**src/common/periph_pkg.sv**
```systemverilog
// ----------------------------------------------------------------------
// Peripheral domain definitions
// Bus structs, address map, register offsets and interrupt layout
// ----------------------------------------------------------------------
package periph_pkg;

  // Request and response of the peripheral bus
  typedef struct packed {
    logic        req;
    logic        we;
    logic [3:0]  be;
    logic [31:0] addr;
    logic [31:0] wdata;
  } bus_req_t;

  typedef struct packed {
    logic        gnt;
    logic        rvalid;
    logic [31:0] rdata;
    logic        err;
  } bus_rsp_t;

  // Decode targets, index 0 is the error subordinate
  typedef enum logic [1:0] {
    PeriphError   = 2'd0,
    PeriphSocCtrl = 2'd1,
    PeriphGpio    = 2'd2,
    PeriphTimer   = 2'd3
  } periph_idx_e;

  localparam int unsigned NumPeriphs = 4;

  // ----------------------------------------------------------------------
  // Address map, 4 KiB per window
  // ----------------------------------------------------------------------
  localparam int unsigned PeriphOffsetWidth = 12;
  localparam logic [31:0] SocCtrlBase       = 32'h0300_0000;
  localparam logic [31:0] GpioBase          = 32'h0300_5000;
  localparam logic [31:0] TimerBase         = 32'h0300_A000;
  localparam logic [31:0] ErrRspData        = 32'hBADC_AB1E;

  // SoC control
  localparam logic [PeriphOffsetWidth-1:0] RegBootAddr      = 12'h000;
  localparam logic [PeriphOffsetWidth-1:0] RegFetchEn       = 12'h004;
  localparam logic [31:0]                  BootAddrReset    = 32'h1000_0000;

  // GPIO
  localparam logic [PeriphOffsetWidth-1:0] RegGpioDir       = 12'h000;
  localparam logic [PeriphOffsetWidth-1:0] RegGpioOut       = 12'h004;
  localparam logic [PeriphOffsetWidth-1:0] RegGpioIn        = 12'h008;
  localparam logic [PeriphOffsetWidth-1:0] RegGpioIrqEn     = 12'h00C;
  localparam logic [PeriphOffsetWidth-1:0] RegGpioIrqStatus = 12'h010;

  // Timer
  localparam logic [PeriphOffsetWidth-1:0] RegTimerCtrl     = 12'h000;
  localparam logic [PeriphOffsetWidth-1:0] RegTimerCount    = 12'h004;
  localparam logic [PeriphOffsetWidth-1:0] RegTimerCmp      = 12'h008;
  localparam logic [PeriphOffsetWidth-1:0] RegTimerStatus   = 12'h00C;

  // Interrupt vector layout
  localparam int unsigned NumExtIrqs = 4;
  localparam int unsigned NumIrqs    = 16;
  localparam int unsigned IrqTimer   = 0;
  localparam int unsigned IrqGpio    = 1;
  localparam int unsigned IrqExtBase = 2;

  // Byte enables widened to one bit per data bit
  function automatic logic [31:0] be_mask(input logic [3:0] be);
    logic [31:0] mask;
    for (int b = 0; b < 4; b++) begin
      mask[8*b +: 8] = {8{be[b]}};
    end
    return mask;
  endfunction

  // New data on enabled bytes, old data elsewhere
  function automatic logic [31:0] be_merge(input logic [31:0] old_val,
                                           input logic [31:0] new_val,
                                           input logic [3:0]  be);
    logic [31:0] mask;
    mask = be_mask(be);
    return (old_val & ~mask) | (new_val & mask);
  endfunction

endpackage

```
**src/source/periph_demux.sv**
```systemverilog
// ----------------------------------------------------------------------
// Peripheral address demux
// Routes the request to one peripheral, returns its response, and
// answers unmapped addresses as the error subordinate
// ----------------------------------------------------------------------
`timescale 1ns/1ns

module periph_demux import periph_pkg::*; (
  input  logic                      clk_i,
  input  logic                      arst_n_i,

  input  bus_req_t                  bus_req_i,
  output bus_rsp_t                  bus_rsp_o,

  output bus_req_t [NumPeriphs-1:1] periph_req_o,
  input  bus_rsp_t [NumPeriphs-1:1] periph_rsp_i
);

  periph_idx_e sel_d;
  periph_idx_e sel_q;
  logic        err_valid_q;

  function automatic logic in_window(input logic [31:0] addr, input logic [31:0] base);
    return addr[31:PeriphOffsetWidth] == base[31:PeriphOffsetWidth];
  endfunction

  // ----------------------------------------------------------------------
  // Address decode, anything outside the map goes to the error target
  // ----------------------------------------------------------------------
  always_comb begin
    if (in_window(bus_req_i.addr, SocCtrlBase)) begin
      sel_d = PeriphSocCtrl;
    end else if (in_window(bus_req_i.addr, GpioBase)) begin
      sel_d = PeriphGpio;
    end else if (in_window(bus_req_i.addr, TimerBase)) begin
      sel_d = PeriphTimer;
    end else begin
      sel_d = PeriphError;
    end
  end

  // Request fanout, peripherals only see the window offset
  always_comb begin
    for (int i = 1; i < NumPeriphs; i++) begin
      periph_req_o[i]      = bus_req_i;
      periph_req_o[i].req  = bus_req_i.req && (sel_d == periph_idx_e'(i));
      periph_req_o[i].addr = 32'(bus_req_i.addr[PeriphOffsetWidth-1:0]);
    end
  end

  // Target of the request in flight
  always_ff @(posedge clk_i or negedge arst_n_i) begin
    if (!arst_n_i) begin
      sel_q       <= PeriphError;
      err_valid_q <= 1'b0;
    end else begin
      err_valid_q <= bus_req_i.req && (sel_d == PeriphError);
      if (bus_req_i.req) begin
        sel_q <= sel_d;
      end
    end
  end

  // ----------------------------------------------------------------------
  // Response return
  // ----------------------------------------------------------------------
  always_comb begin
    bus_rsp_o = '0;
    if (sel_d == PeriphError) begin
      bus_rsp_o.gnt = bus_req_i.req;
    end else begin
      bus_rsp_o.gnt = periph_rsp_i[sel_d].gnt;
    end

    if (sel_q == PeriphError) begin
      bus_rsp_o.rvalid = err_valid_q;
      bus_rsp_o.rdata  = ErrRspData;
      bus_rsp_o.err    = err_valid_q;
    end else begin
      bus_rsp_o.rvalid = periph_rsp_i[sel_q].rvalid;
      bus_rsp_o.rdata  = periph_rsp_i[sel_q].rdata;
      bus_rsp_o.err    = periph_rsp_i[sel_q].err;
    end
  end

endmodule

```
**src/soc_ctrl/soc_ctrl_regs.sv**
```systemverilog
// ----------------------------------------------------------------------
// SoC control registers
// Boot address and fetch enable, the latter ORed with the pin
// ----------------------------------------------------------------------
`timescale 1ns/1ns

module soc_ctrl_regs import periph_pkg::*; (
  input  logic        clk_i,
  input  logic        arst_n_i,
  input  bus_req_t    bus_req_i,
  output bus_rsp_t    bus_rsp_o,
  input  logic        fetch_en_i,
  output logic [31:0] boot_addr_o,
  output logic        fetch_enable_o
);

  logic [PeriphOffsetWidth-1:0] offset;
  logic                         wr_en;
  logic [31:0]                  boot_addr_q;
  logic                         fetch_en_q;
  logic [31:0]                  rdata_d;
  logic [31:0]                  rdata_q;
  logic                         rvalid_q;

  assign offset = bus_req_i.addr[PeriphOffsetWidth-1:0];
  assign wr_en  = bus_req_i.req & bus_req_i.we;

  always_ff @(posedge clk_i or negedge arst_n_i) begin
    if (!arst_n_i) begin
      boot_addr_q <= BootAddrReset;
      fetch_en_q  <= 1'b0;
      rvalid_q    <= 1'b0;
    end else begin
      rvalid_q <= bus_req_i.req;
      if (wr_en && offset == RegBootAddr) begin
        boot_addr_q <= be_merge(boot_addr_q, bus_req_i.wdata, bus_req_i.be);
      end
      if (wr_en && offset == RegFetchEn && bus_req_i.be[0]) begin
        fetch_en_q <= bus_req_i.wdata[0];
      end
    end
  end

  // Read value before the write edge
  always_comb begin
    case (offset)
      RegBootAddr: rdata_d = boot_addr_q;
      RegFetchEn:  rdata_d = {31'b0, fetch_en_q};
      default:     rdata_d = '0;
    endcase
  end

  always_ff @(posedge clk_i) begin
    if (bus_req_i.req) begin
      rdata_q <= bus_req_i.we ? '0 : rdata_d;
    end
  end

  assign bus_rsp_o = '{gnt: bus_req_i.req, rvalid: rvalid_q, rdata: rdata_q, err: 1'b0};

  assign boot_addr_o    = boot_addr_q;
  assign fetch_enable_o = fetch_en_q | fetch_en_i;

endmodule

```
**src/gpio/gpio_ctrl.sv**
```systemverilog
// ----------------------------------------------------------------------
// GPIO controller
// Direction and output registers, two-flop input synchronizer and a
// rising edge interrupt with write-one-to-clear status
// ----------------------------------------------------------------------
`timescale 1ns/1ns

module gpio_ctrl import periph_pkg::*; #(
  parameter int unsigned GpioCount = 16
) (
  input  logic                 clk_i,
  input  logic                 arst_n_i,
  input  bus_req_t             bus_req_i,
  output bus_rsp_t             bus_rsp_o,
  input  logic [GpioCount-1:0] gpio_i,
  output logic [GpioCount-1:0] gpio_o,
  output logic [GpioCount-1:0] gpio_out_en_o,
  output logic [GpioCount-1:0] gpio_in_sync_o,
  output logic                 irq_o
);

  logic [PeriphOffsetWidth-1:0] offset;
  logic                         wr_en;
  logic [GpioCount-1:0]         dir_q, out_q, irq_en_q, status_q;
  logic [GpioCount-1:0]         sync1_q, sync2_q, prev_q;
  logic [GpioCount-1:0]         rise, clr;
  logic [31:0]                  rdata_d;
  logic [31:0]                  rdata_q;
  logic                         rvalid_q;

  assign offset = bus_req_i.addr[PeriphOffsetWidth-1:0];
  assign wr_en  = bus_req_i.req & bus_req_i.we;

  // Enabled rising edges of the synchronized inputs
  assign rise = sync2_q & ~prev_q & irq_en_q;

  // Bits written with one on the status register
  assign clr = (wr_en && offset == RegGpioIrqStatus) ?
               GpioCount'(bus_req_i.wdata & be_mask(bus_req_i.be)) : '0;

  // ----------------------------------------------------------------------
  // Registers and synchronizer
  // ----------------------------------------------------------------------
  always_ff @(posedge clk_i or negedge arst_n_i) begin
    if (!arst_n_i) begin
      dir_q    <= '0;
      out_q    <= '0;
      irq_en_q <= '0;
      status_q <= '0;
      sync1_q  <= '0;
      sync2_q  <= '0;
      prev_q   <= '0;
      rvalid_q <= 1'b0;
    end else begin
      sync1_q  <= gpio_i;
      sync2_q  <= sync1_q;
      prev_q   <= sync2_q;
      rvalid_q <= bus_req_i.req;
      // A new edge wins over a clear in the same cycle
      status_q <= (status_q & ~clr) | rise;
      if (wr_en && offset == RegGpioDir) begin
        dir_q <= GpioCount'(be_merge(32'(dir_q), bus_req_i.wdata, bus_req_i.be));
      end
      if (wr_en && offset == RegGpioOut) begin
        out_q <= GpioCount'(be_merge(32'(out_q), bus_req_i.wdata, bus_req_i.be));
      end
      if (wr_en && offset == RegGpioIrqEn) begin
        irq_en_q <= GpioCount'(be_merge(32'(irq_en_q), bus_req_i.wdata, bus_req_i.be));
      end
    end
  end

  always_comb begin
    case (offset)
      RegGpioDir:       rdata_d = 32'(dir_q);
      RegGpioOut:       rdata_d = 32'(out_q);
      RegGpioIn:        rdata_d = 32'(sync2_q);
      RegGpioIrqEn:     rdata_d = 32'(irq_en_q);
      RegGpioIrqStatus: rdata_d = 32'(status_q);
      default:          rdata_d = '0;
    endcase
  end

  always_ff @(posedge clk_i) begin
    if (bus_req_i.req) begin
      rdata_q <= bus_req_i.we ? '0 : rdata_d;
    end
  end

  assign bus_rsp_o = '{gnt: bus_req_i.req, rvalid: rvalid_q, rdata: rdata_q, err: 1'b0};

  assign gpio_o         = out_q;
  assign gpio_out_en_o  = dir_q;
  assign gpio_in_sync_o = sync2_q;
  assign irq_o          = |status_q;

endmodule

```
**src/timer/timer_ctrl.sv**
```systemverilog
// ----------------------------------------------------------------------
// Timer
// Free running counter with compare, wrap on match and sticky IRQ
// ----------------------------------------------------------------------
`timescale 1ns/1ns

module timer_ctrl import periph_pkg::*; (
  input  logic     clk_i,
  input  logic     arst_n_i,
  input  bus_req_t bus_req_i,
  output bus_rsp_t bus_rsp_o,
  output logic     irq_o
);

  logic [PeriphOffsetWidth-1:0] offset;
  logic                         wr_en;
  logic                         en_q;
  logic [31:0]                  count_q;
  logic [31:0]                  cmp_q;
  logic                         status_q;
  logic                         match;
  logic                         status_clr;
  logic [31:0]                  rdata_d;
  logic [31:0]                  rdata_q;
  logic                         rvalid_q;

  assign offset = bus_req_i.addr[PeriphOffsetWidth-1:0];
  assign wr_en  = bus_req_i.req & bus_req_i.we;
  assign match  = en_q && (count_q == cmp_q);

  assign status_clr = wr_en && offset == RegTimerStatus &&
                      bus_req_i.be[0] && bus_req_i.wdata[0];

  // ----------------------------------------------------------------------
  // Counter and control
  // ----------------------------------------------------------------------
  always_ff @(posedge clk_i or negedge arst_n_i) begin
    if (!arst_n_i) begin
      en_q     <= 1'b0;
      count_q  <= '0;
      cmp_q    <= '1;
      status_q <= 1'b0;
      rvalid_q <= 1'b0;
    end else begin
      rvalid_q <= bus_req_i.req;
      if (wr_en && offset == RegTimerCtrl && bus_req_i.be[0]) begin
        en_q <= bus_req_i.wdata[0];
      end
      if (wr_en && offset == RegTimerCmp) begin
        cmp_q <= be_merge(cmp_q, bus_req_i.wdata, bus_req_i.be);
      end
      // Software load beats wrap and increment
      if (wr_en && offset == RegTimerCount) begin
        count_q <= be_merge(count_q, bus_req_i.wdata, bus_req_i.be);
      end else if (match) begin
        count_q <= '0;
      end else if (en_q) begin
        count_q <= count_q + 32'd1;
      end
      if (match) begin
        status_q <= 1'b1;
      end else if (status_clr) begin
        status_q <= 1'b0;
      end
    end
  end

  always_comb begin
    case (offset)
      RegTimerCtrl:   rdata_d = {31'b0, en_q};
      RegTimerCount:  rdata_d = count_q;
      RegTimerCmp:    rdata_d = cmp_q;
      RegTimerStatus: rdata_d = {31'b0, status_q};
      default:        rdata_d = '0;
    endcase
  end

  always_ff @(posedge clk_i) begin
    if (bus_req_i.req) begin
      rdata_q <= bus_req_i.we ? '0 : rdata_d;
    end
  end

  assign bus_rsp_o = '{gnt: bus_req_i.req, rvalid: rvalid_q, rdata: rdata_q, err: 1'b0};
  assign irq_o     = status_q;

endmodule

```
**src/source/periph_domain.sv**
```systemverilog
// ----------------------------------------------------------------------
// Peripheral domain top
// Address demux, SoC control, GPIO and timer, plus interrupt vector
// ----------------------------------------------------------------------
`timescale 1ns/1ns

module periph_domain import periph_pkg::*; #(
  parameter int unsigned GpioCount = 16
) (
  input  logic                  clk_i,
  input  logic                  arst_n_i,

  input  bus_req_t              bus_req_i,
  output bus_rsp_t              bus_rsp_o,

  input  logic                  fetch_en_i,
  output logic                  fetch_enable_o,
  output logic [31:0]           boot_addr_o,

  input  logic [GpioCount-1:0]  gpio_i,
  output logic [GpioCount-1:0]  gpio_o,
  output logic [GpioCount-1:0]  gpio_out_en_o,
  output logic [GpioCount-1:0]  gpio_in_sync_o,

  input  logic [NumExtIrqs-1:0] ext_irq_i,
  output logic [NumIrqs-1:0]    irq_o
);

  // One bus per peripheral, indexed by the decode target
  bus_req_t [NumPeriphs-1:1] periph_req;
  bus_rsp_t [NumPeriphs-1:1] periph_rsp;

  logic gpio_irq;
  logic timer_irq;

  // ----------------------------------------------------------------------
  // Interrupt vector
  // ----------------------------------------------------------------------
  always_comb begin
    irq_o                           = '0;
    irq_o[IrqTimer]                 = timer_irq;
    irq_o[IrqGpio]                  = gpio_irq;
    irq_o[IrqExtBase +: NumExtIrqs] = ext_irq_i;
  end

  periph_demux i_demux (
    .clk_i        ( clk_i      ),
    .arst_n_i     ( arst_n_i   ),
    .bus_req_i    ( bus_req_i  ),
    .bus_rsp_o    ( bus_rsp_o  ),
    .periph_req_o ( periph_req ),
    .periph_rsp_i ( periph_rsp )
  );

  // Boot address and fetch enable for the core side
  soc_ctrl_regs i_soc_ctrl (
    .clk_i          ( clk_i                     ),
    .arst_n_i       ( arst_n_i                  ),
    .bus_req_i      ( periph_req[PeriphSocCtrl] ),
    .bus_rsp_o      ( periph_rsp[PeriphSocCtrl] ),
    .fetch_en_i     ( fetch_en_i                ),
    .boot_addr_o    ( boot_addr_o               ),
    .fetch_enable_o ( fetch_enable_o            )
  );

  gpio_ctrl #(
    .GpioCount ( GpioCount )
  ) i_gpio (
    .clk_i          ( clk_i                  ),
    .arst_n_i       ( arst_n_i               ),
    .bus_req_i      ( periph_req[PeriphGpio] ),
    .bus_rsp_o      ( periph_rsp[PeriphGpio] ),
    .gpio_i         ( gpio_i                 ),
    .gpio_o         ( gpio_o                 ),
    .gpio_out_en_o  ( gpio_out_en_o          ),
    .gpio_in_sync_o ( gpio_in_sync_o         ),
    .irq_o          ( gpio_irq               )
  );

  timer_ctrl i_timer (
    .clk_i     ( clk_i                   ),
    .arst_n_i  ( arst_n_i                ),
    .bus_req_i ( periph_req[PeriphTimer] ),
    .bus_rsp_o ( periph_rsp[PeriphTimer] ),
    .irq_o     ( timer_irq               )
  );

endmodule

```
**config.mk**
```make
export PLATFORM = sky130hd
export DESIGN_NAME = periph_domain
export DESIGN_NICKNAME = d
export VERILOG_FILES = /design/src/common/periph_pkg.sv /design/src/source/periph_demux.sv /design/src/soc_ctrl/soc_ctrl_regs.sv /design/src/gpio/gpio_ctrl.sv /design/src/timer/timer_ctrl.sv /design/src/source/periph_domain.sv
export SDC_FILE = /design/constraint.sdc
export NUM_CORES = 1
export LEC_CHECK = 0
export BUFFER_PORTS_ARGS = -buffer_cell sky130_fd_sc_hd__buf_4
export CAP_MARGIN = 20
export CORE_MARGIN = 2
export CORE_UTILIZATION = 38
export DETAILED_ROUTE_END_ITERATION = 6
export PLACE_DENSITY = 0.71
export SETUP_SLACK_MARGIN = 0.05
export SYNTH_ARGS = -nofsm -noshare
export SYNTH_HDL_FRONTEND = slang
export SYNTH_SLANG_ARGS = --single-unit
```
**constraint.sdc**
```tcl
create_clock -name clk_i -period 2 [get_ports clk_i]
set_input_delay 0.3 -clock clk_i [delete_from_list [all_inputs] [get_ports clk_i]]
set_output_delay 0.3 -clock clk_i [all_outputs]
set_load 0.02 [all_outputs]
```
# == Word level (Yosys, flattened, before mapping) ==
# Index checks and enable logic that the tools add are counted.
# classes
add_sub_neg,1
order_cmp,2
n_eq_ne,11
muxes,18
bitwise,24
n_reduce_logical,25
# op_table
op,count
$bmux W35 S2,2
$and A32 B32 Y32,4
$pmux W32 S4,1
$and A16 B16 Y16,6
$mux W32,3
$or A32 B32 Y32,3
$pmux W16 S5,1
$mux W34,2
$or A16 B16 Y16,4
$pmux W32 S2,1
$eq A20 B14 Y1 const B,3
$mux W35,1
$add A32 B1 Y32 const B,1
$eq A32 B32 Y1,1
$not A16 Y16,2
$not A32 Y32,1
$eq A12 B4 Y1 const B,2
$logic_and A1 B1 Y1,19
$mux W16,1
$reduce_or A16 Y1,1
$eq A12 B3 Y1 const B,1
$eq A12 B5 Y1 const B,1
$logic_not A12 Y1,1
$lt A2 B3 Y1 const B,2
9 further kinds,17
# word_totals
ff_bits,313
in_bits,93
output_inout_bits,132
wordCells,102

# == Longest topological paths before layout ==
# depth
word_depth,12
depth_mapped,8
depth_no_buf,7

# == Hierarchy ==
# A second synthesis with hierarchy kept.
# hier_totals
cells_unflattened,1404
area_unflattened_um2,15926.5
# by_module_without_submodules
module,instances,cells_each,area_each_um2,seq_area_each_um2
timer_ctrl,1,506,5437.7,2677.6
gpio_ctrl,1,372,5191.2,3308.2
soc_ctrl_regs,1,159,2632.5,1813.0
periph_demux,1,350,2541.2,75.1
periph_domain,1,17,123.9,0.0

# == Worst setup path before layout ==
# Ideal clock, no wire load.
# synth_path
path_kind,input to register
startpoint,input bus_req_i[58] (netlist name)
endpoint,register i_soc_ctrl.fetch_en_q
setup_time_ns,0.125
arrival_time_ns,3.870
required_ns,1.875
slack_ns,-1.994
stages,6
n_path_buf,0
path_cell_list,nor4_1 > and4_1 > nand3_1 > nor3_1 > nand2_1 > mux2_2
# synth_rtl
item,line,rtl
start: declaration,periph_domain.sv:13,"input bus_req_t bus_req_i,"
end signal: assignment,soc_ctrl_regs.sv:39,fetch_en_q <= bus_req_i.wdata[0];
end: declaration,soc_ctrl_regs.sv:20,logic fetch_en_q;

==> impl_metrics.yaml <==
hold_path:
  hold_path.class: "in -> reg"
sta:
  hold_viol_final: 0
  finalCritPeriodShare_pct: 110.2
  drv_slew: 0
  rsz0062_at_grt: "yes"
  period_needed_ns: 2.204
  final-setup-viol-count: 58
  fin_hold_ws_ns: 0.02405
  max_freq_mhz: 453.8
  setup_slack_ns: -0.2037
  fin_skew_ns: 0.01729
  fin_tns_setup_ns: -6.424
route:
  vias: 11330
  drc: 0
  wirelength_um: 43980
  drt-wirelength-per-cell_um: 21.71
  drt_iter0_drc: 891
  vias_per_cell: 5.593
  firstDrtPassIters: 7
  ant_nets: 0
synthesis:
  synth_top_area_share_pct: 33.80
  synth_edf_count: 80
  ys_types: 64
  async_flop_share_pct: 73.06
  yosys_warnings: 0
  synth_seq_cells: 297
  synth_top_cell_by_area: "dfrtp_1"
  ys.flop_type: "dfrtp_1"
  syn_area_um2: 13620
  synth_area_leaders: "dfrtp_1, edfxtp_1, mux2_2, dfstp_2, nand2_1"
  syn_area_per_cell_um2: 11.82
  synthCells: 1153
  seq_area_frac_synth_pct: 57.80
place:
  dp_cells: 1912
  port_buffers: 206
  placed_area_um2: 17250
  place.gp.congestion: 0.8885
  dp_hpwl_um: 30210
setup_path:
  slowest_delay_ns: 0.51
  crit_required_ns: 1.70
  crit_chain: "nand2b_4 > buf_12 > nor2_2 > a21oi_2 > buf_6"
  worstPathMaxFanout: 5
  arrival_ns: 1.90
  cpMaxStageDelayCell: "dfrtp_2"
  path_class: "reg -> out"
  endpoint_kind: "output pin"
  crit_path_start_kind: "flip-flop"
clock_network:
  cts_tree: "yes"
  cts_root_buffer: "clkbuf_16"
  clk_pin_slew_worst_paths_ns: 0.06
  htreeDepth: 1
  cts.sinks: 297
  clockBufferDepth: 3
  clk_latency_ns: 0.59
  cts_made_buffers: 31
die:
  die_h_um: 193.3
  dieArea_um2: 37380
  core_um2: 35400
  initial_core_util_pct: 38.49
  std_cell_rows: 69
  io_pins: 225
  dieWidth_um: 193.3
layout:
  drive_above_1_share_pct: 47.03
  fin_cells: 2026
  syn2layout_area_growth_pct: 45.44
  finish.instance_area_um2: 19810
  antennaDiodeCount: 0
  nNetsFinal: 1634
grt:
  antenna_found_initial: 0
  use_met2_pct: 37.46
  track_usage_pct: 22.58
  first_global_vias: 11610
  busiest_layer: "met2"
  use_met3_pct: 2.842
  grt_max_degree: 59
  gr-usage-met1_pct: 30.54
  grt-ovfl-total: 0
  grt_first_pass_wirelength_um: 67070
power:
  power_density_nw_per_um2: 635.2
  power_mw: 12.59
  peakVddDrop_mv: 0.6898
  p_leak_nw: 8.405
job:
  maxCapViolCount: 0
run_status:
  status: "finished with violations"
  violations: "setup timing"
[stage by stage]
step	setup WS (ns)	util [%]
3_3_place_gp	-0.3084	48.73
2_1_floorplan	-0.4566	-
6_report	-0.2037	55.98
3_5_place_dp	-0.4100	48.73
5_1_grt	-0.2681	55.98
4_1_cts	-0.1961	54.29
[kinds of logic (layout without fill, tap and decap cells)]
kind of cell | after synthesis | in the layout | share of synthesized area [%]
other | 1 | 10 | 0.02753
AO/OA/AOI/OAI | 190 | 190 | 10.08
XOR/XNOR | 32 | 32 | 2.057
AND/OR/NAND/NOR | 386 | 386 | 14.66
adder cells (fa/ha/maj) | 1 | 1 | 0.09183
flip-flops | 297 | 297 | 57.80
buffers and inverters | 101 | 504 | 3.380
multiplexers | 145 | 145 | 11.90
[worst max-delay path: cells and delay by family, from the launching register on]
family	cells	cell delay (ns)
AOI/OAI and AO/OA	1	0.17
and+or+nand+nor	2	0.30
buffers and inverters	2	0.32
DFF	1	0.51
[placed cells by master (no fill, tap or decap), types with 11 or more instances in the layout]
cell           count
buf_4            320
dfrtp_1          181
nand2_1          103
mux2_2            87
edfxtp_1          80
nor2_1            79
a22oi_1           46
mux2_4            39
and2_1            36
clkbuf_16         35
buf_6             34
dfstp_2           33
dlygate4sd3_1     33
buf_12            29
a31oi_1           27
nand4_1           23
nand3_1           23
xnor2_1           23
nor2_4            22
inv_1             19
o2bb2ai_1         16
a21oi_2           15
a222oi_1          15
and3_1            14
mux2i_1           12
o21ai_1           11
[power by group]
| part | switching [mW] | internal, mW |
|---|---|---|
| Clock | 2.44 | 3.28 |
| Sequential | 0.0317 | 6.26 |
| Combinational | 0.322 | 0.252 |
[layer usage]
metal,vias to the layer above,routed length (um),share of wire (%)
met3,92,2634,6.0
met2,476,21490,49
li1,5011,-,-
met5,-,0,0
met1,5752,18480,42
met4,0,1376,3.1
[synthesized netlist by cell type, drive strengths merged, types with 14 or more instances]
cell       n
nor2     107
nor3      15
a21oi     23
buf       40
nor4      15
dfrtp    184
a22oi     47
nand3     35
mux2i     18
a222oi    15
nand2    108
a31oi     37
o21ai     17
dfstp     33
clkbuf    42
xnor2     27
edfxtp    80
and2      36
inv       19
o2bb2ai   16
mux2     126
and3      14
nand4     25
[final timing paths]
check | to | depth (start not counted) | slack, ns | startpoint
hold reg to reg | i_gpio.gpio_in_sync_o[4] | 0 | 0.35 | i_gpio.sync1_q[4]
setup / recovery | bus_rsp_o[5] | 5 | -0.20 | i_demux.sel_q[1]
hold / removal | flip-flop | 2 | 0.02 | bus_req_i[3]
setup reg to reg | flip-flop | 8 | -0.14 | flip-flop
max in group asynchronous | async pin | 3 | 1.04 | arst_n_i
min in group asynchronous | i_gpio.sync1_q[13] | 2 | 0.24 | arst_n_i
[repair_timing]
item	CTS	global route
hold buffers	33	0
resized for setup	115	90
hold endpoints to repair	109	0
cloned	4	4
setup buffers	11	4
pin swaps	54	28
setup endpoints to repair	65	68
[cell type report]
class,instances,area [um^2]
clock inverter,19,185.2
clock buffer,39,815.8
tap,461,576.8
inverter,19,71.32
sequential,297,7878
timing repair buffer,427,3939
fill,2821,15580
multi-input combinational,764,6349
Note: power is estimated with default switching activity, not from simulation.
